### config.mk
export PLATFORM = sky130hd
export DESIGN_NAME = lb_regs_flat
export DESIGN_NICKNAME = d
export VERILOG_FILES = /design/src/design/eth_tx_pkg.sv /design/src/design/tx_ifs.sv /design/src/design/lb_regs.sv /design/src/flat_wrapper.sv
export SDC_FILE = /design/constraint.sdc
export NUM_CORES = 1
export LEC_CHECK = 0
export BUFFER_PORTS_ARGS = -buffer_cell sky130_fd_sc_hd__buf_2
export CAP_MARGIN = 20
export CORE_MARGIN = 5
export CORE_UTILIZATION = 44
export DETAILED_ROUTE_END_ITERATION = 8
export PLACE_DENSITY = 0.86
export SLEW_MARGIN = 0
export SYNTH_ARGS = -nofsm -noshare
export SYNTH_HDL_FRONTEND = slang
export SYNTH_SLANG_ARGS = --single-unit
### constraint.sdc
create_clock -name tx_clk -period 1.8 [get_ports tx_clk]
set_input_delay 0.27 -clock tx_clk [delete_from_list [all_inputs] [get_ports tx_clk]]
set_output_delay 0.27 -clock tx_clk [all_outputs]
set_load 0.05 [all_outputs]
### src/design/eth_tx_pkg.sv
/* Ethernet transmit shared definitions */
package eth_tx_pkg;

	// Frame sequencing states
	typedef enum logic [2:0] {
		st_idle     = 3'd0,
		st_preamble = 3'd1,
		st_sfd      = 3'd2,
		st_payload  = 3'd3,
		st_fcs      = 3'd4,
		st_gap      = 3'd5
	} tx_state_e;

	// Local bus region, from lb_addr[23:20]
	typedef enum logic [3:0] {
		region_regs = 4'd0,
		region_buf  = 4'd1
	} lb_region_e;

	// Preamble and start of frame delimiter
	localparam int preamble_len = 7;
	localparam logic [7:0] preamble_byte = 8'h55;
	localparam logic [7:0] sfd_byte = 8'hD5;

	// Interframe gap in byte times
	localparam int ifg_len = 12;

	// Number of frame check bytes
	localparam int fcs_len = 4;

	// Reflected CRC-32 polynomial, LSB first
	localparam logic [31:0] crc_poly_rev = 32'hEDB88320;

endpackage

### src/design/tx_ifs.sv
/* Transmit control and CRC interfaces */

// Register block to frame FSM
interface tx_ctrl_if #(
	parameter int mac_aw = 10
) ();
	logic start;
	logic [mac_aw:0] frame_len;
	logic busy;
	logic done;

	modport regs (output start, output frame_len, input busy, input done);
	modport fsm (input start, input frame_len, output busy, output done);
endinterface


### src/design/lb_regs.sv
/* Local bus registers and buffer write port */
module lb_regs #(
	parameter int mac_aw = 10
) (
	input  logic              tx_clk,
	input  logic              arst_n,
	input  logic [23:0]       lb_addr,
	input  logic [31:0]       lb_data_out,
	input  logic              lb_control_strobe,
	input  logic              lb_control_rd,
	output logic [31:0]       lb_data_in,
	output logic              lb_control_rd_valid,
	output logic              buf_we,
	output logic [mac_aw-1:0] buf_waddr,
	output logic [15:0]       buf_wdata,
	tx_ctrl_if.regs           ctrl
);

	eth_tx_pkg::lb_region_e region;
	logic [19:0] reg_addr;
	logic wr;
	logic rd;
	logic start_ok;
	logic [15:0] frame_cnt;
	logic [31:0] rd_mux;

	assign region = eth_tx_pkg::lb_region_e'(lb_addr[23:20]);
	assign reg_addr = lb_addr[19:0];
	assign wr = lb_control_strobe & ~lb_control_rd;
	assign rd = lb_control_strobe & lb_control_rd;

	// Frame buffer writes go straight through
	assign buf_we = wr && (region == eth_tx_pkg::region_buf);
	assign buf_waddr = lb_addr[mac_aw-1:0];
	assign buf_wdata = lb_data_out[15:0];

	// Ignore a start while a frame is in flight or for an empty frame
	assign start_ok = wr && (region == eth_tx_pkg::region_regs) && (reg_addr == 20'd0) &&
		!ctrl.busy && (lb_data_out[mac_aw:0] != '0);

	always_ff @(posedge tx_clk or negedge arst_n) begin
		if (!arst_n) begin
			ctrl.start <= 1'b0;
			ctrl.frame_len <= '0;
			frame_cnt <= '0;
			lb_control_rd_valid <= 1'b0;
		end else begin
			ctrl.start <= start_ok;
			if (start_ok)
				ctrl.frame_len <= lb_data_out[mac_aw:0];
			if (ctrl.done)
				frame_cnt <= frame_cnt + 16'd1;
			lb_control_rd_valid <= rd;
		end
	end

	// Read mux, buffer region has no read path
	always_comb begin
		rd_mux = '0;
		if (region == eth_tx_pkg::region_regs) begin
			case (reg_addr)
				20'd0: rd_mux = 32'({ctrl.busy, ctrl.frame_len});
				20'd1: rd_mux = {16'd0, frame_cnt};
				default: rd_mux = '0;
			endcase
		end
	end

	always_ff @(posedge tx_clk) begin
		if (rd)
			lb_data_in <= rd_mux;
	end

endmodule

### src/flat_wrapper.sv
// flat-port wrapper written by rule: the top's interface ports become plain ports
module lb_regs_flat 
#(
	parameter int mac_aw = 10
)
  (tx_clk, arst_n, lb_addr, lb_data_out, lb_control_strobe, lb_control_rd, lb_data_in, lb_control_rd_valid, buf_we, buf_waddr, buf_wdata, ctrl_start, ctrl_frame_len, ctrl_busy, ctrl_done);
  tx_ctrl_if #(.mac_aw(mac_aw)) ctrl_i ();
  input  logic tx_clk;
  input  logic arst_n;
  input  logic [23:0] lb_addr;
  input  logic [31:0] lb_data_out;
  input  logic lb_control_strobe;
  input  logic lb_control_rd;
  output logic [31:0] lb_data_in;
  output logic lb_control_rd_valid;
  output logic buf_we;
  output logic [mac_aw-1:0] buf_waddr;
  output logic [15:0] buf_wdata;
  output wire logic [$bits(ctrl_i.start)-1:0] ctrl_start;
  output wire logic [$bits(ctrl_i.frame_len)-1:0] ctrl_frame_len;
  input wire logic [$bits(ctrl_i.busy)-1:0] ctrl_busy;
  input wire logic [$bits(ctrl_i.done)-1:0] ctrl_done;
  assign ctrl_start = ctrl_i.start;
  assign ctrl_frame_len = ctrl_i.frame_len;
  assign ctrl_i.busy = ctrl_busy;
  assign ctrl_i.done = ctrl_done;
  lb_regs #(.mac_aw(mac_aw)) u_core (.tx_clk(tx_clk), .arst_n(arst_n), .lb_addr(lb_addr), .lb_data_out(lb_data_out), .lb_control_strobe(lb_control_strobe), .lb_control_rd(lb_control_rd), .lb_data_in(lb_data_in), .lb_control_rd_valid(lb_control_rd_valid), .buf_we(buf_we), .buf_waddr(buf_waddr), .buf_wdata(buf_wdata), .ctrl(ctrl_i));
endmodule
## Word level (Yosys, flattened, before mapping)

Index checks and enable logic that the tools add are counted.

- Input port bits: 62
- Memories: 0
- Register bits: 61
- Bits in read-only memories: 0
- Memory bits (writable): 0
- Bits in latches: 0

- Order comparisons: 0
- Div/mod/pow operators: 0
- Bitwise gates (word level): 3
- Mux-type cells: 1
- Reduce and logical (&&, ||, !) cells: 9
- Equal/unequal tests: 2
- Add/subtract/negate cells: 1
- Shifts and indexed selects: 0
- Multipliers: 0

Operators with widths:

| operator | count |
|---|---|
| $pmux W16 S2 | 1 |
| $eq A20 B1 Y1 const B | 1 |
| $logic_not A20 Y1 | 1 |
| $add A16 B1 Y16 const B | 1 |
| $reduce_bool A11 Y1 | 1 |
| $logic_and A1 B1 Y1 | 5 |
| $eq A4 B1 Y1 const B | 1 |
| $logic_not A4 Y1 | 1 |
| $and A1 B1 Y1 | 2 |
| $logic_not A1 Y1 | 1 |
| $not A1 Y1 | 1 |

## Longest topological paths before layout

- Word-level depth: 6
- Gate-level depth with buffers: 5
- Depth with buffers taken out: 5

## Least setup slack after synthesis

Ideal clock, no wire load.

- Path type: input -> register
- Start: input lb_addr[0]
- End: register u_core.ctrl.frame_len[0]
- Path slack: 0.038 ns
- Library setup time: 0.125 ns
- Stages on the path: 5
- Arrival: 1.637 ns
- Buffers on the path: 2
- Cells stage by stage: buf_6 > or4b_4 > nor4_4 > buf_6 > mux2_2

- Longest elaborated chain between the ends: 4

RTL lines:

| element | line | text |
|---|---|---|
| from (decl) | flat_wrapper.sv:10 | `input logic [23:0] lb_addr;` |
| $logic_not A20 Y1 | lb_regs.sv:38 | `assign start_ok = wr && (region == eth_tx_pkg::region_regs) && (reg_addr == 20'd0) &&` |
| $logic_and A1 B1 Y1 (2 in a row) | lb_regs.sv:38 |  |
| $logic_and A1 B1 Y1 | lb_regs.sv:39 | `!ctrl.busy && (lb_data_out[mac_aw:0] != '0);` |
| named net u_core.start_ok | lb_regs.sv:23 | `logic start_ok;` |
| to (signal assigned) | lb_regs.sv:50 | `ctrl.frame_len <= lb_data_out[mac_aw:0];` |
| to (decl) | tx_ifs.sv:12 | `modport regs (output start, output frame_len, input busy, input done);` |

The timed path passes the listed nets, and every way through them passes these cells.
A chain may end at the register's enable or synchronous reset.

## Worst setup path in the final report

- Start: input lb_addr[1]
- End: register u_core.ctrl.frame_len[2]

- Longest elaborated chain between the ends: 4

RTL lines:

| element | line |
|---|---|
| $logic_not A20 Y1 | lb_regs.sv:38 |
| $logic_and A1 B1 Y1 (2 in a row) | lb_regs.sv:38 |
| $logic_and A1 B1 Y1 | lb_regs.sv:39 |

No other way between the ends.

==> results.json <==
{
  "grt_overflow_total": 0,
  "syn_inst": 187,
  "crit_required_ns": 1.97,
  "fin_crit_ns": 1.61,
  "use_met3_pct": 2.63,
  "relSlewSlack_pct": 59.0,
  "final_cell_mix": "buf_2, dfrtp_1, conb_1, edfxtp_1, nor2_1",
  "final_util_pct": 53.0,
  "synth_edf_count": 16,
  "p_per_area_nw_per_um2": 937,
  "first_pass_iters": 4,
  "ir_worst_vdd_v": 0.000473,
  "netSwitchingPower_w": 0.000794,
  "busiest_layer": "met2",
  "core_area_um2": 5070,
  "tightest_slew_ns": 0.615,
  "cts.root.buffer_cell": "clkbuf_8",
  "gp_congestion": 0.873,
  "crit_path_cell_trace": "buf_2 > nor4_1 > nand4_1 > nor4_4 > buf_4 > mux2_2",
  "syn_avg_cell_area_um2": 12.1,
  "drive_gt1_share_pct": 46.0,
  "netlist_area_um2": 2270,
  "cts-hold-fix-buffers": 0,
  "async_reset_ff_share_pct": 64.4,
  "clkSinkCount": 45,
  "violations": "hold timing",
  "finalNonFillerCells": 333,
  "ys_types": 25,
  "cap_viol_max_count": 0,
  "antenna_found_initial": 0,
  "hp-class": "in2async",
  "cts_tree": "built",
  "max_stage_delay_ns": 0.36,
  "initial_core_util_pct": 44.7,
  "vias": 1584,
  "holdWs_ns": -0.0146,
  "wl_per_cell_um": 15.3,
  "cp.arrival_ns": 1.78,
  "p_int_w": 0.00173,
  "port_buffers": 91,
  "ant_nets": 0,
  "fillCellCount": 427,
  "die_x_um": 81.8,
  "worst-path-max-fanout": 7,
  "power_w": 0.00252,
  "critical_path.startpoint_type": "primary input",
  "grt_pass1_wl_um": 7490,
  "setup_viol": 0,
  "row_count": 26,
  "fmaxAchievable_mhz": 623,
  "rsz0062_at_grt": "no",
  "num_io_pins": 134,
  "grt_pass1_vias": 1610,
  "grtUsageTotal_pct": 15.0,
  "seq_area_um2": 1210,
  "skew_ns": 0.00764,
  "yosysSeqAreaShare_pct": 53.1,
  "period_share_pct": 89.2,
  "path_buf_inv": 2,
  "use_met2_pct": 29.0,
  "p_seq_share_pct": 50.1,
  "swShare_pct": 31.5,
  "worstSetupPathType": "in2reg",
  "crit_family": "simple AND/OR/NAND/NOR gates",
  "power_frac_comb_pct": 20.9,
  "h-tree-depth": 2,
  "multiInputGateArea_um2": 774,
  "hpwl_um": 4010,
  "route.detailed.drc": 0,
  "crit_slowest_cell": "nor4_4",
  "placedCellCount": 325,
  "clock_path_buffers": 2,
  "synth_ff_type": "dfrtp_1",
  "via_per_inst": 4.76,
  "clockPowerShare_pct": 29.0,
  "routed_wl_um": 5080,
  "clk_latency_ns": 0.29,
  "post-cts-setup-buffers": 0,
  "cts-resized-gates": 0,
  "cts_made_buffers": 5,
  "dieArea_um2": 6690,
  "synth_seq_cells": 45,
  "p_leak_nw": 1.36,
  "grt_max_degree": 30,
  "clk_pin_slew_ns": 0.08,
  "slew_violations": 0,
  "area_growth_pct": 18.6,
  "hold_violations": 27,
  "status": "finished, violations left",
  "yosys_warnings": 0,
  "die_h_um": 81.8,
  "n_antenna_cell": 0,
  "final_common_cell": "buf_2",
  "end_kind": "flip-flop",
  "layout.nets": 325,
  "drtIter0Drc": 112,
  "grt_use_met1_pct": 14.5
}
==> kinds of logic (layout without fill, tap and decap cells) <==
family	Yosys count	count (layout)	share of synthesized area [%]
and+or+nand+nor	55	55	13.9
other	1	16	0.165
DFF	45	45	53.1
muxes	24	24	11.2
adders and majority gates	1	1	0.551
xor gates and xnor gates	15	15	5.79
buffers and inverters	46	107	15.2
==> layer usage <==
metal / up-vias / wire length [µm]
met5: - / 0
met3: 13 / 459
met1: 753 / 1700
met2: 77 / 2750
met4: 0 / 171
li1: 741 / -
==> synthesized netlist by cell type, drive strengths merged (2+ instances only) <==
cell / count / share of area, %
nand2: 7 / 1.2
mux2: 12 / 6.0
nor3: 3 / 0.66
buf: 45 / 15
and4: 2 / 0.77
and3: 10 / 2.8
nor2: 14 / 2.3
dfrtp: 29 / 32
mux2i: 12 / 5.3
nor4: 8 / 2.9
nand4: 4 / 1.1
xnor2: 10 / 3.9
xor2: 5 / 1.9
edfxtp: 16 / 21
nand3: 3 / 0.66
==> power groups by stage <==
stage	clock network, W	registers [W]	logic [W]
2_1_floorplan	0	0.00131	0.000414
3_3_place_gp	0	0.00127	0.000500
3_5_place_dp	0	0.00128	0.000515
4_1_cts	0.000738	0.00126	0.000530
5_1_grt	0.000780	0.00128	0.000567
6_report	0.000732	0.00126	0.000526
==> final timing paths <==
check | from | to | slack, ns | depth (start not counted)
max | lb_addr[1] | u_core.ctrl.frame_len[2]$_DFFE_PN0P_ | 0.19 | 6
min | arst_n | u_core.frame_cnt[14]$_DFFE_PN0P_ | -0.01 | 1
max reg2reg | u_core.frame_cnt[0]$_DFFE_PN0P_ | u_core.frame_cnt[11]$_DFFE_PN0P_ | 0.27 | 4
min reg2reg | u_core.frame_cnt[15]$_DFFE_PN0P_ | u_core.frame_cnt[15]$_DFFE_PN0P_ | 0.47 | 1
max in group asynchronous | arst_n | u_core.ctrl.frame_len[2]$_DFFE_PN0P_ | 1.41 | 1
min in group tx_clk | lb_data_out[8] | u_core.ctrl.frame_len[8]$_DFFE_PN0P_ | 0.24 | 2
==> metrics by stage <==
stage          setup TNS [ns]  cell area [µm²]  setup slack (ns)
4_1_cts                     0             2690             0.177
3_3_place_gp            -1.24             2580            -0.123
2_1_floorplan               0             2330            0.0378
3_5_place_dp            -1.20             2580            -0.122
5_1_grt                     0             2690            0.0972
6_report                    0             2690             0.194
==> layout make-up <==
type	count	area share, %
Timing Repair Buffer	99	19.2
Multi-Input combinational cell	111	28.8
Clock buffer	6	2.70
Sequential cell	45	44.8
Tap cell	70	3.25
Clock inverter	2	1.30
==> sequential cells by signal, summed over array words and instances (netlist names) <==
name / count
u_core.ctrl.frame_len: 11
u_core.frame_cnt: 16
u_core.ctrl.start: 1
u_core.lb_data_in: 16
u_core.lb_control_rd_valid: 1
(Power assumes the default switching activity.)
