**src/design/status_timer.sv**
```systemverilog
/* Heartbeat, PHY reset and activity LED */
module status_timer #(
	parameter int hb_w = 27,
	parameter int phy_rst_bit = 21,
	parameter int act_w = 22
) (
	input  logic       tx_clk,
	input  logic       arst_n,
	input  logic       clk_locked,
	input  logic       tx_en,
	input  logic       busy,
	output logic       phy_rstn,
	output logic [3:0] led
);

	logic [hb_w-1:0] heartbeat;
	logic [act_w-1:0] act_cnt;
	logic act_on;

	// Free running
	always_ff @(posedge tx_clk or negedge arst_n) begin
		if (!arst_n)
			heartbeat <= '0;
		else
			heartbeat <= heartbeat + 1'b1;
	end

	// PHY held in reset until the heartbeat bit comes up, lost lock wins
	always_ff @(posedge tx_clk or negedge arst_n) begin
		if (!arst_n)
			phy_rstn <= 1'b0;
		else if (!clk_locked)
			phy_rstn <= 1'b0;
		else if (heartbeat[phy_rst_bit])
			phy_rstn <= 1'b1;
	end

	// Stretch tx_en so short frames are visible
	always_ff @(posedge tx_clk or negedge arst_n) begin
		if (!arst_n) begin
			act_cnt <= '0;
			act_on <= 1'b0;
		end else if (tx_en) begin
			act_cnt <= '1;
			act_on <= 1'b1;
		end else if (act_on) begin
			act_cnt <= act_cnt - 1'b1;
			if (act_cnt == '0)
				act_on <= 1'b0;
		end
	end

	// led[2] would be receive activity
	assign led = {tx_en | act_on, 1'b0, heartbeat[hb_w-1], busy};

endmodule

```
**config.mk**
```make
export PLATFORM = sky130hd
export DESIGN_NAME = status_timer
export DESIGN_NICKNAME = d
export VERILOG_FILES = /design/src/design/status_timer.sv
export SDC_FILE = /design/constraint.sdc
export NUM_CORES = 1
export LEC_CHECK = 0
export BUFFER_PORTS_ARGS = -buffer_cell sky130_fd_sc_hd__clkbuf_2
export CORE_MARGIN = 4
export CORE_UTILIZATION = 55
export DETAILED_ROUTE_END_ITERATION = 16
export PLACE_DENSITY_LB_ADDON = 0.15
export SLEW_MARGIN = 20
export SYNTH_ARGS = -nofsm -noshare
export SYNTH_HDL_FRONTEND = slang
export SYNTH_SLANG_ARGS = --single-unit
```
**constraint.sdc**
```tcl
create_clock -name tx_clk -period 3.1 [get_ports tx_clk]
set_clock_uncertainty 0.05 [all_clocks]
set_input_delay 0.31 -clock tx_clk [delete_from_list [all_inputs] [get_ports tx_clk]]
set_output_delay 0.31 -clock tx_clk [all_outputs]
set_load 0.01 [all_outputs]
```
Word level (Yosys, flattened, before mapping)

Cells that the tools add are included.

Add/sub/neg operators: 2
Equal/unequal tests: 1
Muxes and demuxes: 7
Bitwise operators: 1
Reduce and logical (&&, ||, !) cells: 2

Operators with widths:

| operator                                                             | number |
|---|---|
| 22-bit two-way mux                                                   | 2 |
| 27-bit by 1-bit adder with 27-bit output, second input constant      | 1 |
| 22-bit zero test                                                     | 1 |
| 22-bit by 1-bit subtractor with 22-bit output, second input constant | 1 |
| 1-bit two-way mux                                                    | 5 |
| 2-bit by 1-bit != test with 1-bit output, second input constant      | 1 |
| 2-bit nonzero test                                                   | 1 |
| 1-bit bitwise OR                                                     | 1 |

Bits in registers: 51
Input bits: 5
Output and inout bits: 5
Logic and storage cells: 17

Depth between registers and ports, before layout

Gate-level depths: netlist (run 1).

Word-level depth: 4
Gate-level depth with buffers: 7
Depth with buffers taken out: 6

Worst setup path before layout (run 1)

No wires, ideal clock.

Kind: register to register
Start point: register act_cnt[0]
End point: register act_cnt[18]
Setup time: 0.131 ns
Arrival: 1.757 ns
Data required time: 2.919 ns
Setup slack: 1.161 ns
Stages on the path, launching flop included: 7
Buffers on the path: 0
Clock period less this slack: 1.939 ns
Cells stage by stage: dfrtp_1 inv_1 ha_1 nor4b_1 nand4b_1 o31a_1 or3_1

Longest elaborated chain between the ends: 3

Ends and longest elaborated chain:

| element                                       | RTL line | text |
|---|---|---|
| start, declared                               | 17       | `logic [act_w-1:0] act_cnt;` |
| start signal, assigned                        | 47       | `act_cnt <= act_cnt - 1'b1;` |
| 22-bit by 1-bit subtractor with 22-bit output | 47       |  |
| 22-bit two-way mux                            | 46       | `end else if (act_on) begin` |
| 22-bit two-way mux                            | 43       | `end else if (tx_en) begin` |

No other way between the ends. The select of a mux whose other input is x is not followed.
A chain may end at the register's enable or synchronous reset.

Worst setup path in the final report (run 1)

Ends and elaborated chain as after synthesis.

==> results of run 1 <==
## flip-flops by register name, indices dropped and copies added (netlist names)
register / count
act_cnt: 22
heartbeat: 27
phy_rstn: 1
act_on: 1
## cell families (layout without fill, tap and decap cells)
kind of cell | after synthesis | count (layout)
AND/OR/NAND/NOR | 104 | 104
flip-flops | 51 | 51
XOR/XNOR | 33 | 33
buffers and inverters | 15 | 24
AO/OA/AOI/OAI | 13 | 13
multiplexers | 5 | 5
adder cells (fa/ha/maj) | 2 | 2
other | 1 | 1
## cells in the mapped netlist, types with 2 or more instances
cell type and count:
ha_1 2, nand3_1 16, nor3_1 8, xor2_1 15
nor2_1 14, dfrtp_1 51, nand2_1 21, inv_1 8
o31ai_1 5, nor4_1 7, or4_1 6, buf_4 3
mux2i_1 5, or3_1 3, nand4_1 4, and4_1 5
clkbuf_1 3, nand4b_1 2, nor2b_1 5, o21ai_0 3
xnor2_1 18, nor4b_1 3, and3_1 4
## how the worst max path moves through the flow
| stage | slack (ns) | from | cells after the start | endpoint |
|---|---|---|---|---|
| 2_1_floorplan | 1.16 | act_cnt[0]$_DFFE_PN0P_ | 6 | act_cnt[18]$_DFFE_PN0P_ |
| 3_3_place_gp | 1.03 | act_cnt[0]$_DFFE_PN0P_ | 6 | act_cnt[18]$_DFFE_PN0P_ |
| 3_5_place_dp | 0.97 | act_cnt[0]$_DFFE_PN0P_ | 6 | act_cnt[18]$_DFFE_PN0P_ |
| 4_1_cts | 0.94 | act_cnt[0]$_DFFE_PN0P_ | 6 | act_cnt[18]$_DFFE_PN0P_ |
| 5_1_grt | 0.74 | act_cnt[0]$_DFFE_PN0P_ | 6 | act_cnt[18]$_DFFE_PN0P_ |
| 6_report | 0.92 | act_cnt[0]$_DFFE_PN0P_ | 6 | act_cnt[18]$_DFFE_PN0P_ |
## area by class of cell
type	instances	area share, %
repair buffers	8	1.869
inverters	8	1.181
well taps	50	2.459
clock inverters	3	0.7870
multi-input cells	158	40.83
clock buffers	5	2.705
flip-flops and latches	51	50.17
## power groups by stage
stage	sequential, uW	combinational, uW	clock [uW]
detailed placement	684	32.9	0
global placement	683	31.5	0
finish	671	32.9	373
global route	671	38.4	416
floorplan	683	16.4	0
CTS	671	34.1	382
## through the flow
step / total power, uW / util, % / cell area (sq um) / std cells / setup WS, ns
floorplan: 699.7 / - / 2384 / 224 / 1.161
global placement: 714.9 / 59.83 / 2445 / 274 / 1.025
detailed placement: 716.9 / 59.83 / 2445 / 274 / 0.9726
CTS: 1087 / 62.25 / 2544 / 283 / 0.9449
global route: 1125 / 62.25 / 2544 / 283 / 0.7445
finish: 1076 / 62.25 / 2544 / 283 / 0.9198
## per-layer routing
layer	share of wire [%]	track usage, %
met4	1.5	6.237
met3	3.7	5.198
met1	46	24.05
met2	48	28.35
met5	0	0
## what timing repair did
| item | in CTS | in global routing |
|---|---|---|
| hold buffers | 1 | 0 |
| endpoints found under the setup margin | 0 | 0 |
| setup buffers | 0 | 0 |
| hold endpoints to repair | 22 | 0 |
## worst max-delay path, stage by stage (launching register included)
cell and delay (ns):
dfrtp_1 0.41, inv_1 0.07, ha_1 0.18, nor4b_1 0.34, nand4b_1 0.33, o31a_1 0.36
or3_1 0.31
==> impl_metrics.yaml, run 1 <==
logic_synthesis:
  synth_enable_flop_cells: 0
  syn_nets: 231
  syn_area_sq_um: 2384
  synth_cell_types: 36
  synth_top_family_by_area: "simple AND/OR/NAND/NOR gates"
  synth_xor_area_share_pct: 12.13
  synth_largest_area_cell: "dfrtp_1"
  ys_dominant_reg_cell: "dfrtp_1"
  synthArstFlopShare_pct: 100.0
  netlist_top_cells_area: "dfrtp_1, xnor2_1, xor2_1"
  synth_fa_ha_area_share_pct: 1.050
  yosys_warnings: 0
  synth.top_cell.area_share_pct: 53.54
  syn_inst: 224
  ys_seq_area_share_pct: 53.54
  syn_area_per_cell_sq_um: 10.64
  ys_ff_latch: 51
  synth.area.mux_share_pct: 2.100
  synth_simple_gate_area_share_pct: 24.30
  synth_compound_area_share_pct: 3.832
die:
  die_x_um: 73.83
  coreArea_sq_um: 4086
  die_height_um: 73.83
  start_util_pct: 58.33
  num_io_pins: 10
  rows: 23
  dieArea_sq_um: 5451
clock_tree:
  cts_tree: "done"
  numClockSinks: 51
  clk_path_buf_depth: 2
  root_buffer: "clkbuf_8"
  cts.htree.levels: 2
  cts_made_buffers: 5
  cts_resized: 0
  clock_latency_ns: 0.30
  clk_pin_slew_worst_paths_ns: 0.10
flow_run:
  cap_violations: 0
critical_path:
  r2r_cells: 6
  startpoint_type: "register"
  crit_fanout: 7
  critPathKind: "reg2reg"
  worst-r2r-setup-slack_ns: 0.92
  r2r-end: "act_cnt[18]$_DFFE_PN0P_"
  critPathRequiredTime_ns: 3.23
  r2r_start: "act_cnt[0]$_DFFE_PN0P_"
  endpoint_kind: "register"
  cp.arrival_ns: 2.31
final_layout:
  layout_common_cells: "dfrtp_1, nand2_1, xnor2_1, nand3_1, xor2_1"
  area_growth_syn_to_layout_pct: 6.719
  diodes: 0
  fillCellCount: 330
  layout_commonest_cell: "dfrtp_1"
  final_nets: 239
  seq_area_sq_um: 1276
  drive_above_1_share_pct: 8.155
  multi_input_area_sq_um: 1039
power_and_ir_drop:
  p_per_area_nw_per_um2: 423.1
  power.switching_uw: 242.5
  p_int_uw: 833.7
  seq_power_share_pct: 62.3
  combPwrFrac_pct: 3.1
  pwr-share-clk_pct: 34.6
  switching_share_pct: 22.53
  p_leak_uw: 0.0009915
  irDropWorstVdd_v: 0.0003805
placed_design:
  numPortBuffers: 6
  globalplace.congestion: 0.7749
  dp_hpwl_mm: 3.027
detailed_routing:
  route.vias.total: 1676
  drt_first_pass_iters: 4
  drt_iter0_markers: 104
  route.detailed.drc: 0
  drt_wl_total_mm: 4.265
  detail-route-antenna-nets: 0
  vias_per_cell: 5.922
  avgRoutedWirePerCell_um: 15.07
timing:
  max_freq_mhz: 458.7
  grt_setup_unrepaired: "false"
  timing.final.crit_share_pct: 70.33
  hold_violations: 0
  whs_ns: 0.1597
  relSlewSlack_pct: 50.18
  maxSlewViolCount: 0
  worst_pin_slew_ns: 0.7369
  finalSetupViolCount: 0
  min_period_ns: 2.180
  fin_tns_setup_ns: 0
worst_hold_path:
  hold_start: "clk_locked"
  hp-class: "in2reg"
  hold_path_depth: 2
  min_to: "phy_rstn$_DFFE_PN0P_"
outcome:
  status: "complete, no violations"
global_route:
  grt_pass1_vias: 1699
  grtUsageTotal_pct: 18.11
  antenna_found_initial: 0
  gr-total-overflow: 0
  grt_first_pass_wirelength_mm: 7.652
  grt_max_degree: 30
Power figures use the tool's default switching activity.
==> run 2, diff against run 1 <==
ABC_AREA = 1   (was default)
clock period = 2.24 ns   (was 3.1 ns; I/O delays follow)
==> run 2 against run 1 <==
Against the previous run: sequential power rose by 44%; largest cell class is now multi-input combinational cells; via count is 35% higher; largest power group unchanged; core utilization down 0.78 points; hold slack lost 0.11 ns.
==> impl_metrics.yaml, run 2 <==
logic_synthesis:
  ys_ff_latch: 51
  syn_nets: 376
  ys_dominant_reg_cell: "dfrtp_1"
  synth_largest_area_cell: "dfrtp_1"
  syn_inst: 369
  synth.top_cell.area_share_pct: 43.39
  ys_top_cells_by_count: "nand2_1, dfrtp_1, nor2_1, nand3_1, inv_1"
  yosys_warnings: 0
  synth_enable_flop_cells: 0
  synth.most_common_cell: "nand2_1"
  netlist_top_cells_area: "dfrtp_1, nand2_1, nand3_1"
  ys_seq_area_share_pct: 43.39
  syn_area_sq_um: 2942
  synthArstFlopShare_pct: 100.0
  synth_cell_types: 29
  syn_area_per_cell_sq_um: 7.972
timing:
  hold_violations: 0
  fin_tns_setup_ns: 0
  max_freq_mhz: 663.5
  timing.final.crit_share_pct: 67.28
  relSlewSlack_pct: 57.76
  grt_setup_unrepaired: "false"
  maxSlewViolCount: 0
  finalSetupViolCount: 0
  min_period_ns: 1.507
  worst_pin_slew_ns: 0.6336
clock_tree:
  clk_pin_slew_worst_paths_ns: 0.10
  clk_path_buf_depth: 2
  cts_setup_buffers: 0
  clock_latency_ns: 0.31
  cts_made_buffers: 5
  hold_buffers: 1
  numClockSinks: 51
  cts_resized: 0
  cts_tree: "done"
  cts.htree.levels: 2
  root_buffer: "clkbuf_8"
power_and_ir_drop:
  p_per_area_nw_per_um2: 557.6
  p_leak_uw: 0.001467
  irDropWorstVdd_v: 0.0004266
  total_power_uw: 1762
die:
  num_io_pins: 10
  die_x_um: 81.13
  coreArea_sq_um: 5140
  start_util_pct: 57.23
  rows: 26
  dieArea_sq_um: 6582
  die_height_um: 81.13
critical_path:
  crit_slowest_cell: "dfrtp_1"
  critPathMostFrequentCell: "nand2_1"
  cp_top_family: "simple AND/OR/NAND/NOR gates"
  crit_fanout: 7
  r2r_start: "act_cnt[0]$_DFFE_PN0P_"
  crit_chain: "inv_2 > ha_1 > nand3_1 > nor2_2 > nand2_1 > nand2_1 > nand3b_1"
  startpoint_type: "register"
  cp.arrival_ns: 1.65
  critPathKind: "reg2reg"
  endpoint_kind: "register"
  critPathRequiredTime_ns: 2.39
  path_buf_inv: 1
  startpoint: "act_cnt[0]$_DFFE_PN0P_"
  cp_slowest_stage_delay_ns: 0.42
global_route:
  grt_pass1_vias: 2238
  gr-total-overflow: 0
  grt_max_degree: 52
  grt_first_pass_wirelength_mm: 10.09
  grtUsageTotal_pct: 20.26
  antenna_found_initial: 0
final_layout:
  layout_common_cells: "nand2_1, dfrtp_1, nor2_1, nand3_1, inv_1"
  area_growth_syn_to_layout_pct: 7.401
  fillCellCount: 477
  layout_commonest_cell: "nand2_1"
  final_nets: 386
  reg_top3: "heartbeat (27), act_cnt (22)"
  largest-register: "heartbeat"
  drive_above_1_share_pct: 18.42
  largest_register_ffs: 27
  diodes: 0
detailed_routing:
  drt_first_pass_iters: 4
  route.detailed.drc: 0
  detail-route-antenna-nets: 0
  vias_per_cell: 5.044
  drt_wl_total_mm: 5.685
  drt_iter0_markers: 184
  route.vias.total: 2270
  avgRoutedWirePerCell_um: 12.63
placed_design:
  dp_hpwl_mm: 4.300
  numPortBuffers: 6
  globalplace.congestion: 0.8805
outcome:
  status: "complete, no violations"
flow_run:
  cap_violations: 0
worst_hold_path:
  hp-class: "in2reg"
  hold_start: "clk_locked"
## run 2: cell types whose count changed after synthesis, sizes merged, moves of 7 or more
| cell | delta |
|---|---|
| xnor2 | -12 |
| nand3b | +7 |
| nand3 | +22 |
| nor3 | -7 |
| o21ai | +12 |
| or4 | -7 |
| nor2 | +59 |
| inv | +35 |
| nand2 | +80 |
| nor4 | -7 |
## run 2: cells by family after synthesis
logic type | Yosys count | synth area share, %
adders and majority gates | 2 | 0.8506
xor gates and xnor gates | 16 | 5.019
other | 1 | 0.1275
buffers and inverters | 48 | 6.721
AOI/OAI and AO/OA | 22 | 3.913
DFF | 51 | 43.39
and+or+nand+nor | 229 | 39.98
## run 2: cell type report
class	count	area (sq um)	area share [%]
Clock buffer	5	68.82	2.178
Clock inverter	3	47.55	1.505
Inverter	43	163.9	5.188
Multi-Input combinational cell	270	1468	46.46
Sequential cell	51	1276	40.40
Tap cell	70	87.58	2.772
Timing Repair Buffer	8	47.55	1.505
## run 2: per-layer routing
metal | track usage, % | vias to the layer above | routed length (um)
met5 | 0 | - | 0
met4 | 7.095 | 0 | 88
met3 | 4.545 | 8 | 246
met2 | 29.72 | 39 | 2428
met1 | 29.47 | 1044 | 2921
li1 | - | 1179 | -
## run 2: worst reg2reg max path: cells and delay by family, from the launching register on
| family | cells | cell delay [ns] |
|---|---|---|
| simple gates | 5 | 0.65 |
| fa+ha+maj | 1 | 0.19 |
| buf+inv | 1 | 0.09 |
| flops | 1 | 0.42 |
## run 2: worst paths after layout
path	slack (ns)	endpoint	cells past startpoint
worst max-delay path	0.73	act_cnt[12]$_DFFE_PN0P_	7
worst min-delay path	0.05	phy_rstn$_DFFE_PN0P_	2
worst max register to register	0.73	act_cnt[12]$_DFFE_PN0P_	7
worst min register to register	0.45	phy_rstn$_DFFE_PN0P_	1
max in group asynchronous	1.21	act_cnt[0]$_DFFE_PN0P_	3
min in group asynchronous	0.49	act_cnt[11]$_DFFE_PN0P_	3
## run 2: power breakdown
group          total (uW)  switching, uW  internal [uW]  leakage (uW)
Sequential            964           20.3            944      0.000582
Combinational         125           87.0           38.2      0.000826
Clock                 672            333            339     0.0000587
Total                1760            441           1320       0.00147
## run 2: stage by stage
step	setup slack (ns)	std cells	util [%]	area, sq um	hold slack, ns
after detailed placement	0.7518	441	59.01	3033	0.3228
after floorplan	0.8796	369	-	2942	-0.1216
after CTS	0.7387	450	61.47	3159	0.04296
after global placement	0.8021	441	59.01	3033	0.3259
after global routing	0.5878	450	61.47	3159	0.04974
final	0.7329	450	61.47	3159	0.05402
