`config.mk`:
```
export PLATFORM = sky130hd
export DESIGN_NAME = tx_frame_fsm_flat
export DESIGN_NICKNAME = d
export VERILOG_FILES = /design/src/design/eth_tx_pkg.sv /design/src/design/tx_ifs.sv /design/src/design/tx_frame_fsm.sv /design/src/flat_wrapper.sv
export SDC_FILE = /design/constraint.sdc
export NUM_CORES = 1
export LEC_CHECK = 0
export ABC_AREA = 1
export BUFFER_PORTS_ARGS = -buffer_cell sky130_fd_sc_hd__buf_4
export CAP_MARGIN = 20
export CORE_ASPECT_RATIO = 0.6
export CORE_MARGIN = 2
export CORE_UTILIZATION = 56
export DETAILED_ROUTE_END_ITERATION = 10
export PLACE_DENSITY = 0.87
export SKIP_LAST_GASP = 1
export SYNTH_ARGS = -nofsm -noshare
export SYNTH_HDL_FRONTEND = slang
export SYNTH_SLANG_ARGS = --single-unit
export TNS_END_PERCENT = 10
```
`constraint.sdc`:
```
create_clock -name tx_clk -period 4.75 [get_ports tx_clk]
set_clock_uncertainty 0.15 [all_clocks]
set_input_delay 1.425 -clock tx_clk [delete_from_list [all_inputs] [get_ports tx_clk]]
set_output_delay 1.425 -clock tx_clk [all_outputs]
set_load 0.01 [all_outputs]
```
`src/design/eth_tx_pkg.sv`:
```
/* Ethernet transmit shared definitions */
package eth_tx_pkg;

	// Frame sequencing states
	typedef enum logic [2:0] {
		st_idle     = 3'd0,
		st_preamble = 3'd1,
		st_sfd      = 3'd2,
		st_payload  = 3'd3,
		st_fcs      = 3'd4,
		st_gap      = 3'd5
	} tx_state_e;

	// Local bus region, from lb_addr[23:20]
	typedef enum logic [3:0] {
		region_regs = 4'd0,
		region_buf  = 4'd1
	} lb_region_e;

	// Preamble and start of frame delimiter
	localparam int preamble_len = 7;
	localparam logic [7:0] preamble_byte = 8'h55;
	localparam logic [7:0] sfd_byte = 8'hD5;

	// Interframe gap in byte times
	localparam int ifg_len = 12;

	// Number of frame check bytes
	localparam int fcs_len = 4;

	// Reflected CRC-32 polynomial, LSB first
	localparam logic [31:0] crc_poly_rev = 32'hEDB88320;

endpackage

```
`src/design/tx_ifs.sv`:
```
/* Transmit control and CRC interfaces */

// Register block to frame FSM
interface tx_ctrl_if #(
	parameter int mac_aw = 10
) ();
	logic start;
	logic [mac_aw:0] frame_len;
	logic busy;
	logic done;

	modport regs (output start, output frame_len, input busy, input done);
	modport fsm (input start, input frame_len, output busy, output done);
endinterface

// Frame FSM to CRC generator
interface crc_if ();
	logic init;
	logic en;
	logic [7:0] data_byte;
	logic [31:0] crc;

	modport ctl (output init, output en, output data_byte, input crc);
	modport gen (input init, input en, input data_byte, output crc);
endinterface

```
`src/design/tx_frame_fsm.sv`:
```
/* GMII transmit frame sequencer */
module tx_frame_fsm #(
	parameter int mac_aw = 10
) (
	input  logic            tx_clk,
	input  logic            arst_n,
	tx_ctrl_if.fsm          ctrl,
	crc_if.ctl              c,
	output logic [mac_aw:0] rd_addr,
	input  logic [7:0]      rd_data,
	output logic [7:0]      txd,
	output logic            tx_en
);

	eth_tx_pkg::tx_state_e state;
	logic [mac_aw:0] cnt;
	logic last_byte;
	logic [31:0] fcs_word;
	logic [1:0] fcs_idx;

	// Payload counter tracks the byte currently on the wire
	assign last_byte = (cnt == ctrl.frame_len - 1'b1);

	// Inverted remainder, sent low byte first
	assign fcs_word = ~c.crc;
	assign fcs_idx = cnt[1:0] + 2'd1;

	// Covers the start cycle before the FSM leaves idle
	assign ctrl.busy = ctrl.start | (state != eth_tx_pkg::st_idle);
	assign ctrl.done = (state == eth_tx_pkg::st_gap) && (cnt == eth_tx_pkg::ifg_len - 1);

	// CRC sees each payload byte as it is loaded into txd
	assign c.init = (state == eth_tx_pkg::st_idle) && ctrl.start;
	assign c.en = (state == eth_tx_pkg::st_sfd) ||
		((state == eth_tx_pkg::st_payload) && !last_byte);
	assign c.data_byte = rd_data;

	always_ff @(posedge tx_clk or negedge arst_n) begin
		if (!arst_n) begin
			state <= eth_tx_pkg::st_idle;
			cnt <= '0;
			rd_addr <= '0;
			txd <= 8'd0;
			tx_en <= 1'b0;
		end else begin
			case (state)
				eth_tx_pkg::st_idle: begin
					cnt <= '0;
					rd_addr <= '0;
					if (ctrl.start) begin
						state <= eth_tx_pkg::st_preamble;
						txd <= eth_tx_pkg::preamble_byte;
						tx_en <= 1'b1;
					end
				end
				eth_tx_pkg::st_preamble: begin
					if (cnt == eth_tx_pkg::preamble_len - 1) begin
						state <= eth_tx_pkg::st_sfd;
						txd <= eth_tx_pkg::sfd_byte;
						// Byte 0 already requested, move on to byte 1
						rd_addr <= rd_addr + 1'b1;
						cnt <= '0;
					end else begin
						cnt <= cnt + 1'b1;
						txd <= eth_tx_pkg::preamble_byte;
					end
				end
				eth_tx_pkg::st_sfd: begin
					state <= eth_tx_pkg::st_payload;
					txd <= rd_data;
					rd_addr <= rd_addr + 1'b1;
					cnt <= '0;
				end
				eth_tx_pkg::st_payload: begin
					if (last_byte) begin
						state <= eth_tx_pkg::st_fcs;
						txd <= fcs_word[7:0];
						cnt <= '0;
					end else begin
						txd <= rd_data;
						rd_addr <= rd_addr + 1'b1;
						cnt <= cnt + 1'b1;
					end
				end
				eth_tx_pkg::st_fcs: begin
					if (cnt == eth_tx_pkg::fcs_len - 1) begin
						state <= eth_tx_pkg::st_gap;
						txd <= 8'd0;
						tx_en <= 1'b0;
						cnt <= '0;
					end else begin
						txd <= fcs_word[fcs_idx*8 +: 8];
						cnt <= cnt + 1'b1;
					end
				end
				eth_tx_pkg::st_gap: begin
					if (cnt == eth_tx_pkg::ifg_len - 1)
						state <= eth_tx_pkg::st_idle;
					else
						cnt <= cnt + 1'b1;
				end
				default: begin
					state <= eth_tx_pkg::st_idle;
					txd <= 8'd0;
					tx_en <= 1'b0;
				end
			endcase
		end
	end

endmodule

```
`src/flat_wrapper.sv`:
```
// flat-port wrapper written by rule: the top's interface ports become plain ports
module tx_frame_fsm_flat 
#(
	parameter int mac_aw = 10
)
  (tx_clk, arst_n, rd_addr, rd_data, txd, tx_en, ctrl_start, ctrl_frame_len, ctrl_busy, ctrl_done, c_init, c_en, c_data_byte, c_crc);
  tx_ctrl_if #(.mac_aw(mac_aw)) ctrl_i ();
  crc_if c_i ();
  input  logic tx_clk;
  input  logic arst_n;
  output logic [mac_aw:0] rd_addr;
  input  logic [7:0] rd_data;
  output logic [7:0] txd;
  output logic tx_en;
  input wire logic [$bits(ctrl_i.start)-1:0] ctrl_start;
  input wire logic [$bits(ctrl_i.frame_len)-1:0] ctrl_frame_len;
  output wire logic [$bits(ctrl_i.busy)-1:0] ctrl_busy;
  output wire logic [$bits(ctrl_i.done)-1:0] ctrl_done;
  output wire logic [$bits(c_i.init)-1:0] c_init;
  output wire logic [$bits(c_i.en)-1:0] c_en;
  output wire logic [$bits(c_i.data_byte)-1:0] c_data_byte;
  input wire logic [$bits(c_i.crc)-1:0] c_crc;
  assign ctrl_i.start = ctrl_start;
  assign ctrl_i.frame_len = ctrl_frame_len;
  assign ctrl_busy = ctrl_i.busy;
  assign ctrl_done = ctrl_i.done;
  assign c_init = c_i.init;
  assign c_en = c_i.en;
  assign c_data_byte = c_i.data_byte;
  assign c_i.crc = c_crc;
  tx_frame_fsm #(.mac_aw(mac_aw)) u_core (.tx_clk(tx_clk), .arst_n(arst_n), .ctrl(ctrl_i), .c(c_i), .rd_addr(rd_addr), .rd_data(rd_data), .txd(txd), .tx_en(tx_en));
endmodule
```
* Word-level counts from Yosys, hierarchy flattened *
Cells that the tools add are included.

word-level totals
  register bits after elaboration = 34
  input port bits = 54
  output and inout bits = 32
  logic and storage cells = 68

operators by class
  $add $sub $neg = 4
  equal/unequal tests = 16
  shift-type cells = 1
  multiplexer cells = 22
  bitwise logic cells = 4
  reduce and logical (&&, ||, !) cells = 16

operator list
  cell                                                    count
  2-to-1 mux 11 bit                                       6
  case mux 11 bit (5 select lines)                        1
  case mux 8 bit (6 select lines)                         1
  case mux 11 bit (4 select lines)                        1
  2-to-1 mux 8 bit                                        4
  NOT 32 bit                                              1
  indexed part select 32 x 6 -> 8 bit                     1
  adder 11 x 1 -> 11 bit (second input constant)          2
  case mux 3 bit (6 select lines)                         1
  2-to-1 mux 3 bit                                        5
  equality test 11 bit                                    1
  equality test 11 x 2 -> 1 bit (second input constant)   1
  equality test 11 x 3 -> 1 bit (second input constant)   1
  equality test 11 x 4 -> 1 bit (second input constant)   1
  subtractor 11 x 1 -> 11 bit (second input constant)     1
  inequality test 2 bit (second input constant)           4
  equality test 3 x 2 -> 1 bit (second input constant)    2
  equality test 3 bit (second input constant)             2
  inequality test 2 x 1 -> 1 bit (second input constant)  3
  AND reduction 3 bit                                     2
  AND reduction 5 bit                                     1
  nonzero test 5 bit                                      1
  AND reduction 2 bit                                     2
  nonzero test 4 bit                                      1
  13 further kinds                                        17

* Depth between registers and ports, before layout *
  depth after elaboration = 5
  mapped depth = 18
  depth with buffers taken out = 17

* Least setup slack after synthesis *
OpenSTA, ideal clock, no wires.

  path kind = input to output
  start = in ctrl_frame_len[0]
  end = out c_en
  arrival = 2.659 ns
  data required time = 3.175 ns
  path slack = 0.516 ns
  cell stages on the path = 12
  buffers on the path = 0
  cells stage by stage = inv_1 -> ha_1 -> xor2_1 -> nand2_1 -> nor2_1 -> nand2_1 -> nor2_4 -> nand2_2 -> nor2_4 -> nand2_4 -> nand2_4 -> nand2_1

between the ends
  longest elaborated chain between the ends = 5

RTL lines
  what                         line                text
  start, declared              flat_wrapper.sv:16  input wire logic [$bits(ctrl_i.frame_len)-1:0] ctrl_frame_len;
  subtractor 11 x 1 -> 11 bit  tx_frame_fsm.sv:22  assign last_byte = (cnt == ctrl.frame_len - 1'b1);
  equality test 11 bit         tx_frame_fsm.sv:22
  zero test 1 bit              tx_frame_fsm.sv:35  ((state == eth_tx_pkg::st_payload) && !last_byte);
  logical AND 1 bit            tx_frame_fsm.sv:35
  logical OR 1 bit             tx_frame_fsm.sv:34  assign c.en = (state == eth_tx_pkg::st_sfd) ||
  end, declared                flat_wrapper.sv:20  output wire logic [$bits(c_i.en)-1:0] c_en;

No other way between the ends.

* Final worst setup path *
Same ends and word-level chain as after synthesis.

==> impl_metrics.env <==
export IMPL_cts_buffers=5
export IMPL_final_util=0.727
export IMPL_start_util=0.581
export IMPL_vias=3247
export IMPL_portBuffers=85
export IMPL_clock_sinks=34
export IMPL_hp_class="flop to flop"
export IMPL_via_per_inst=5.41
export IMPL_hold_buffers=0
export IMPL_die_w_microns=97.7
export IMPL_wl_per_cell_microns=14.5
export IMPL_grt_max_degree=35
export IMPL_synth_fp_nets=513
export IMPL_placed_cell_area_sq_um=3580
export IMPL_row_count=20
export IMPL_drive_gt1_frac=0.236
export IMPL_syn_to_final_growth_pct=25.0
export IMPL_critPathLaunch="ctrl_frame_len[0]"
export IMPL_post_cts_buffers=0
export IMPL_crit_end="c_en"
export IMPL_cellLeakagePower_nw=1.90
export IMPL_cts_buffer_depth=2
export IMPL_crit_buf_inv=3
export IMPL_synth_xor_area_frac=0.0623
export IMPL_syn_inst=455
export IMPL_yosys_warnings=0
export IMPL_post_cts_resized=0
export IMPL_cp_depth=14
export IMPL_ant_nets=0
export IMPL_crit_family="simple AND/OR/NAND/NOR gates"
export IMPL_finalCritPeriodShare=0.966
export IMPL_cts_clk_slew_worst_paths_ps=70
export IMPL_drtIter0Drc=344
export IMPL_place_gp_congestion=0.962
export IMPL_finalHoldViolCount=0
export IMPL_die_area_sq_um=5890
export IMPL_ctsRootBufferMaster="clkbuf_8"
export IMPL_coreArea_sq_um=5080
export IMPL_ff2ff_path_depth=11
export IMPL_multiInputGateArea_sq_um=1730
export IMPL_r2r_end="u_core.txd[0]"
export IMPL_power_density_nw_per_um2=424
export IMPL_ios=86
export IMPL_synth_simple_gate_area_frac=0.367
export IMPL_ys_ff_latch=34
export IMPL_rsz0062_at_grt="no"
export IMPL_cp_cell_sequence="buf_4 -> inv_1 -> ha_2 -> xor2_1 -> nand2_1 -> nor2_1 -> nand2_1 -> nor2_4 -> nand2_2 -> nor2_4 -> nand2_4 -> nand2_4 -> nand2_2 -> buf_4"
export IMPL_crit_fanout=6
export IMPL_outcome="completed"
export IMPL_grt_pass1_wl_microns=13900
export IMPL_synth_mux_area_frac=0
export IMPL_seq_area_sq_um=851
export IMPL_drcViolationCount=0
export IMPL_layout_min_cycle_time_ps=4590
export IMPL_place_inst=592
export IMPL_max_freq_mhz=218
export IMPL_crit_slowest_cell="ha_2"
export IMPL_yosysUniqueCellTypes=33
export IMPL_postSynthAreaPerCell_sq_um=6.49
export IMPL_synth_area_sq_um=2950
export IMPL_arrival_ps=3010
export IMPL_r2r_start="u_core.cnt[0]"
export IMPL_grt_pass1_vias=2971
export IMPL_fin_nets=591
export IMPL_critPathLaunchType="input pin"
export IMPL_post_dp_hpwl_microns=6880
export IMPL_clk_latency_ps=280
export IMPL_tns_ps=0
export IMPL_synthAdderAreaFrac=0.0169
export IMPL_grt_ovfl_total=0
export IMPL_vdd_drop_max_mv=0.338
export IMPL_path_class="input pin to primary output"
export IMPL_track_usage=0.299
export IMPL_drv_cap=0
export IMPL_design_area_sq_um=3690
export IMPL_max_stage_delay_ps=270
export IMPL_die_h_microns=60.2
export IMPL_synth_seq_area_share=0.288
export IMPL_synth_top_family_by_area="simple AND/OR/NAND/NOR gates"
export IMPL_slew_viol_final=0
export IMPL_reg2reg_slack_ps=2320
export IMPL_num_fill_cells=414
export IMPL_tightestPinTransition_ps=918
export IMPL_cts_tree="yes"
export IMPL_htreeDepth=2
export IMPL_synth_compound_area_frac=0.136
export IMPL_drt_pass1_iterations=7
export IMPL_cp_end_kind="primary output"
export IMPL_wl_microns=8720
export IMPL_relSlewSlack=0.385
export IMPL_cp_required_ps=3170
export IMPL_antenna_found_initial=0
export IMPL_instances_no_fill=600
export IMPL_finalSetupViolations=0
export IMPL_antenna_cells=0
-- metrics by stage --
step	total power, mW	hold slack, ps	setup WS [ps]
4_1_cts	1.55	338	117
3_3_place_gp	1.25	318	198
3_5_place_dp	1.28	319	130
5_1_grt	1.68	367	16.8
6_report	1.57	335	161
2_1_floorplan	1.03	347	516
-- state kept, by name, indices dropped and copies added, names as in the netlist --
signal          count
u_core.tx_en        1
u_core.txd          8
u_core.cnt         11
u_core.rd_addr     11
u_core.state        3
-- metal layers --
metal  global-route usage  vias up  part of all wire  routed length [microns]
li1                     -     1589                 -                        -
met4               0.0615        0             0.012                      109
met1                0.422     1481              0.45                     3940
met3               0.0737       16             0.097                      845
met2                0.474      161              0.44                     3830
met5                    0        -                 0                        0
-- worst reg2reg max path, stage by stage, from the launching register on --
cell	delay, ps
dfrtp_1	390
clkinv_1	90
buf_4	200
ha_1	420
inv_1	280
o21ai_0	150
o22ai_1	160
o21ai_0	140
a21oi_1	130
nand3_1	100
nand2_1	60
nand2_1	50
-- where the power goes --
part	internal (mW)	switching, mW
registers	0.355	0.0590
clock network	0.157	0.106
logic	0.311	0.579
total	0.823	0.744
-- cell families (layout without fill, tap and decap cells) --
kind of cell,count (synthesis),after routing
DFF,34,34
buffers and inverters,87,166
adders and majority gates,4,4
AOI/OAI and AO/OA,69,69
and+or+nand+nor,240,240
xor gates and xnor gates,21,21
-- synth_stat cells --
cell type | instances | area, sq um
a21oi_1 | 6 | 30.0
a22o_1 | 1 | 8.76
buf_4 | 8 | 60.1
buf_6 | 2 | 22.5
buf_8 | 1 | 15.0
clkbuf_1 | 6 | 22.5
clkinv_1 | 2 | 7.51
dfrtp_1 | 34 | 851
ha_1 | 4 | 50.1
inv_1 | 66 | 248
inv_2 | 2 | 7.51
nand2_1 | 120 | 450
nand2_2 | 4 | 25.0
nand2_4 | 2 | 22.5
nand3_1 | 37 | 185
nand3_2 | 3 | 30.0
nand3_4 | 1 | 17.5
nand3b_1 | 2 | 15.0
nand4_1 | 5 | 31.3
nor2_1 | 47 | 176
nor2_2 | 4 | 25.0
nor2_4 | 4 | 45.0
nor3_1 | 8 | 40.0
nor4_1 | 2 | 12.5
o211ai_1 | 1 | 7.51
o21ai_0 | 36 | 180
o21ai_1 | 6 | 30.0
o21ai_2 | 10 | 87.6
o21bai_1 | 2 | 15.0
o22ai_1 | 7 | 43.8
or2_0 | 1 | 6.26
xnor2_1 | 8 | 70.1
xor2_1 | 13 | 114
-- placed cells by master, fill, tap and decap left out, drive strengths merged, types with 7 or more instances in the layout --
master / synthesis / final
o22ai: 7 / 7
nor2: 55 / 55
xor2: 13 / 13
nand2: 126 / 126
clkbuf: 6 / 7
inv: 68 / 68
nor3: 8 / 8
xnor2: 8 / 8
buf: 11 / 88
nand3: 41 / 41
dfrtp: 34 / 34
o21ai: 52 / 52
-- layout make-up --
type                       count  area share
clock buffer                   7      0.0207
clock inverter                 1     0.00813
inverter                      70      0.0712
multi-input combinational    334       0.468
timing repair buffer          88       0.179
tap                           66      0.0224
sequential                    34       0.230
-- worst min-delay path by stage --
stage / end / slack (ps) / cells after the start / from
global route: u_core.txd[1] / 370 / 2 / u_core.txd[1]
CTS: u_core.txd[6] / 340 / 2 / u_core.txd[6]
floorplan: u_core.state[0] / 350 / 2 / u_core.state[0]
global placement: u_core.txd[6] / 320 / 2 / u_core.txd[6]
detailed placement: u_core.txd[6] / 320 / 2 / u_core.txd[6]
finish: u_core.txd[6] / 330 / 2 / u_core.txd[6]
No activity file was read; power rests on OpenSTA's default activity.
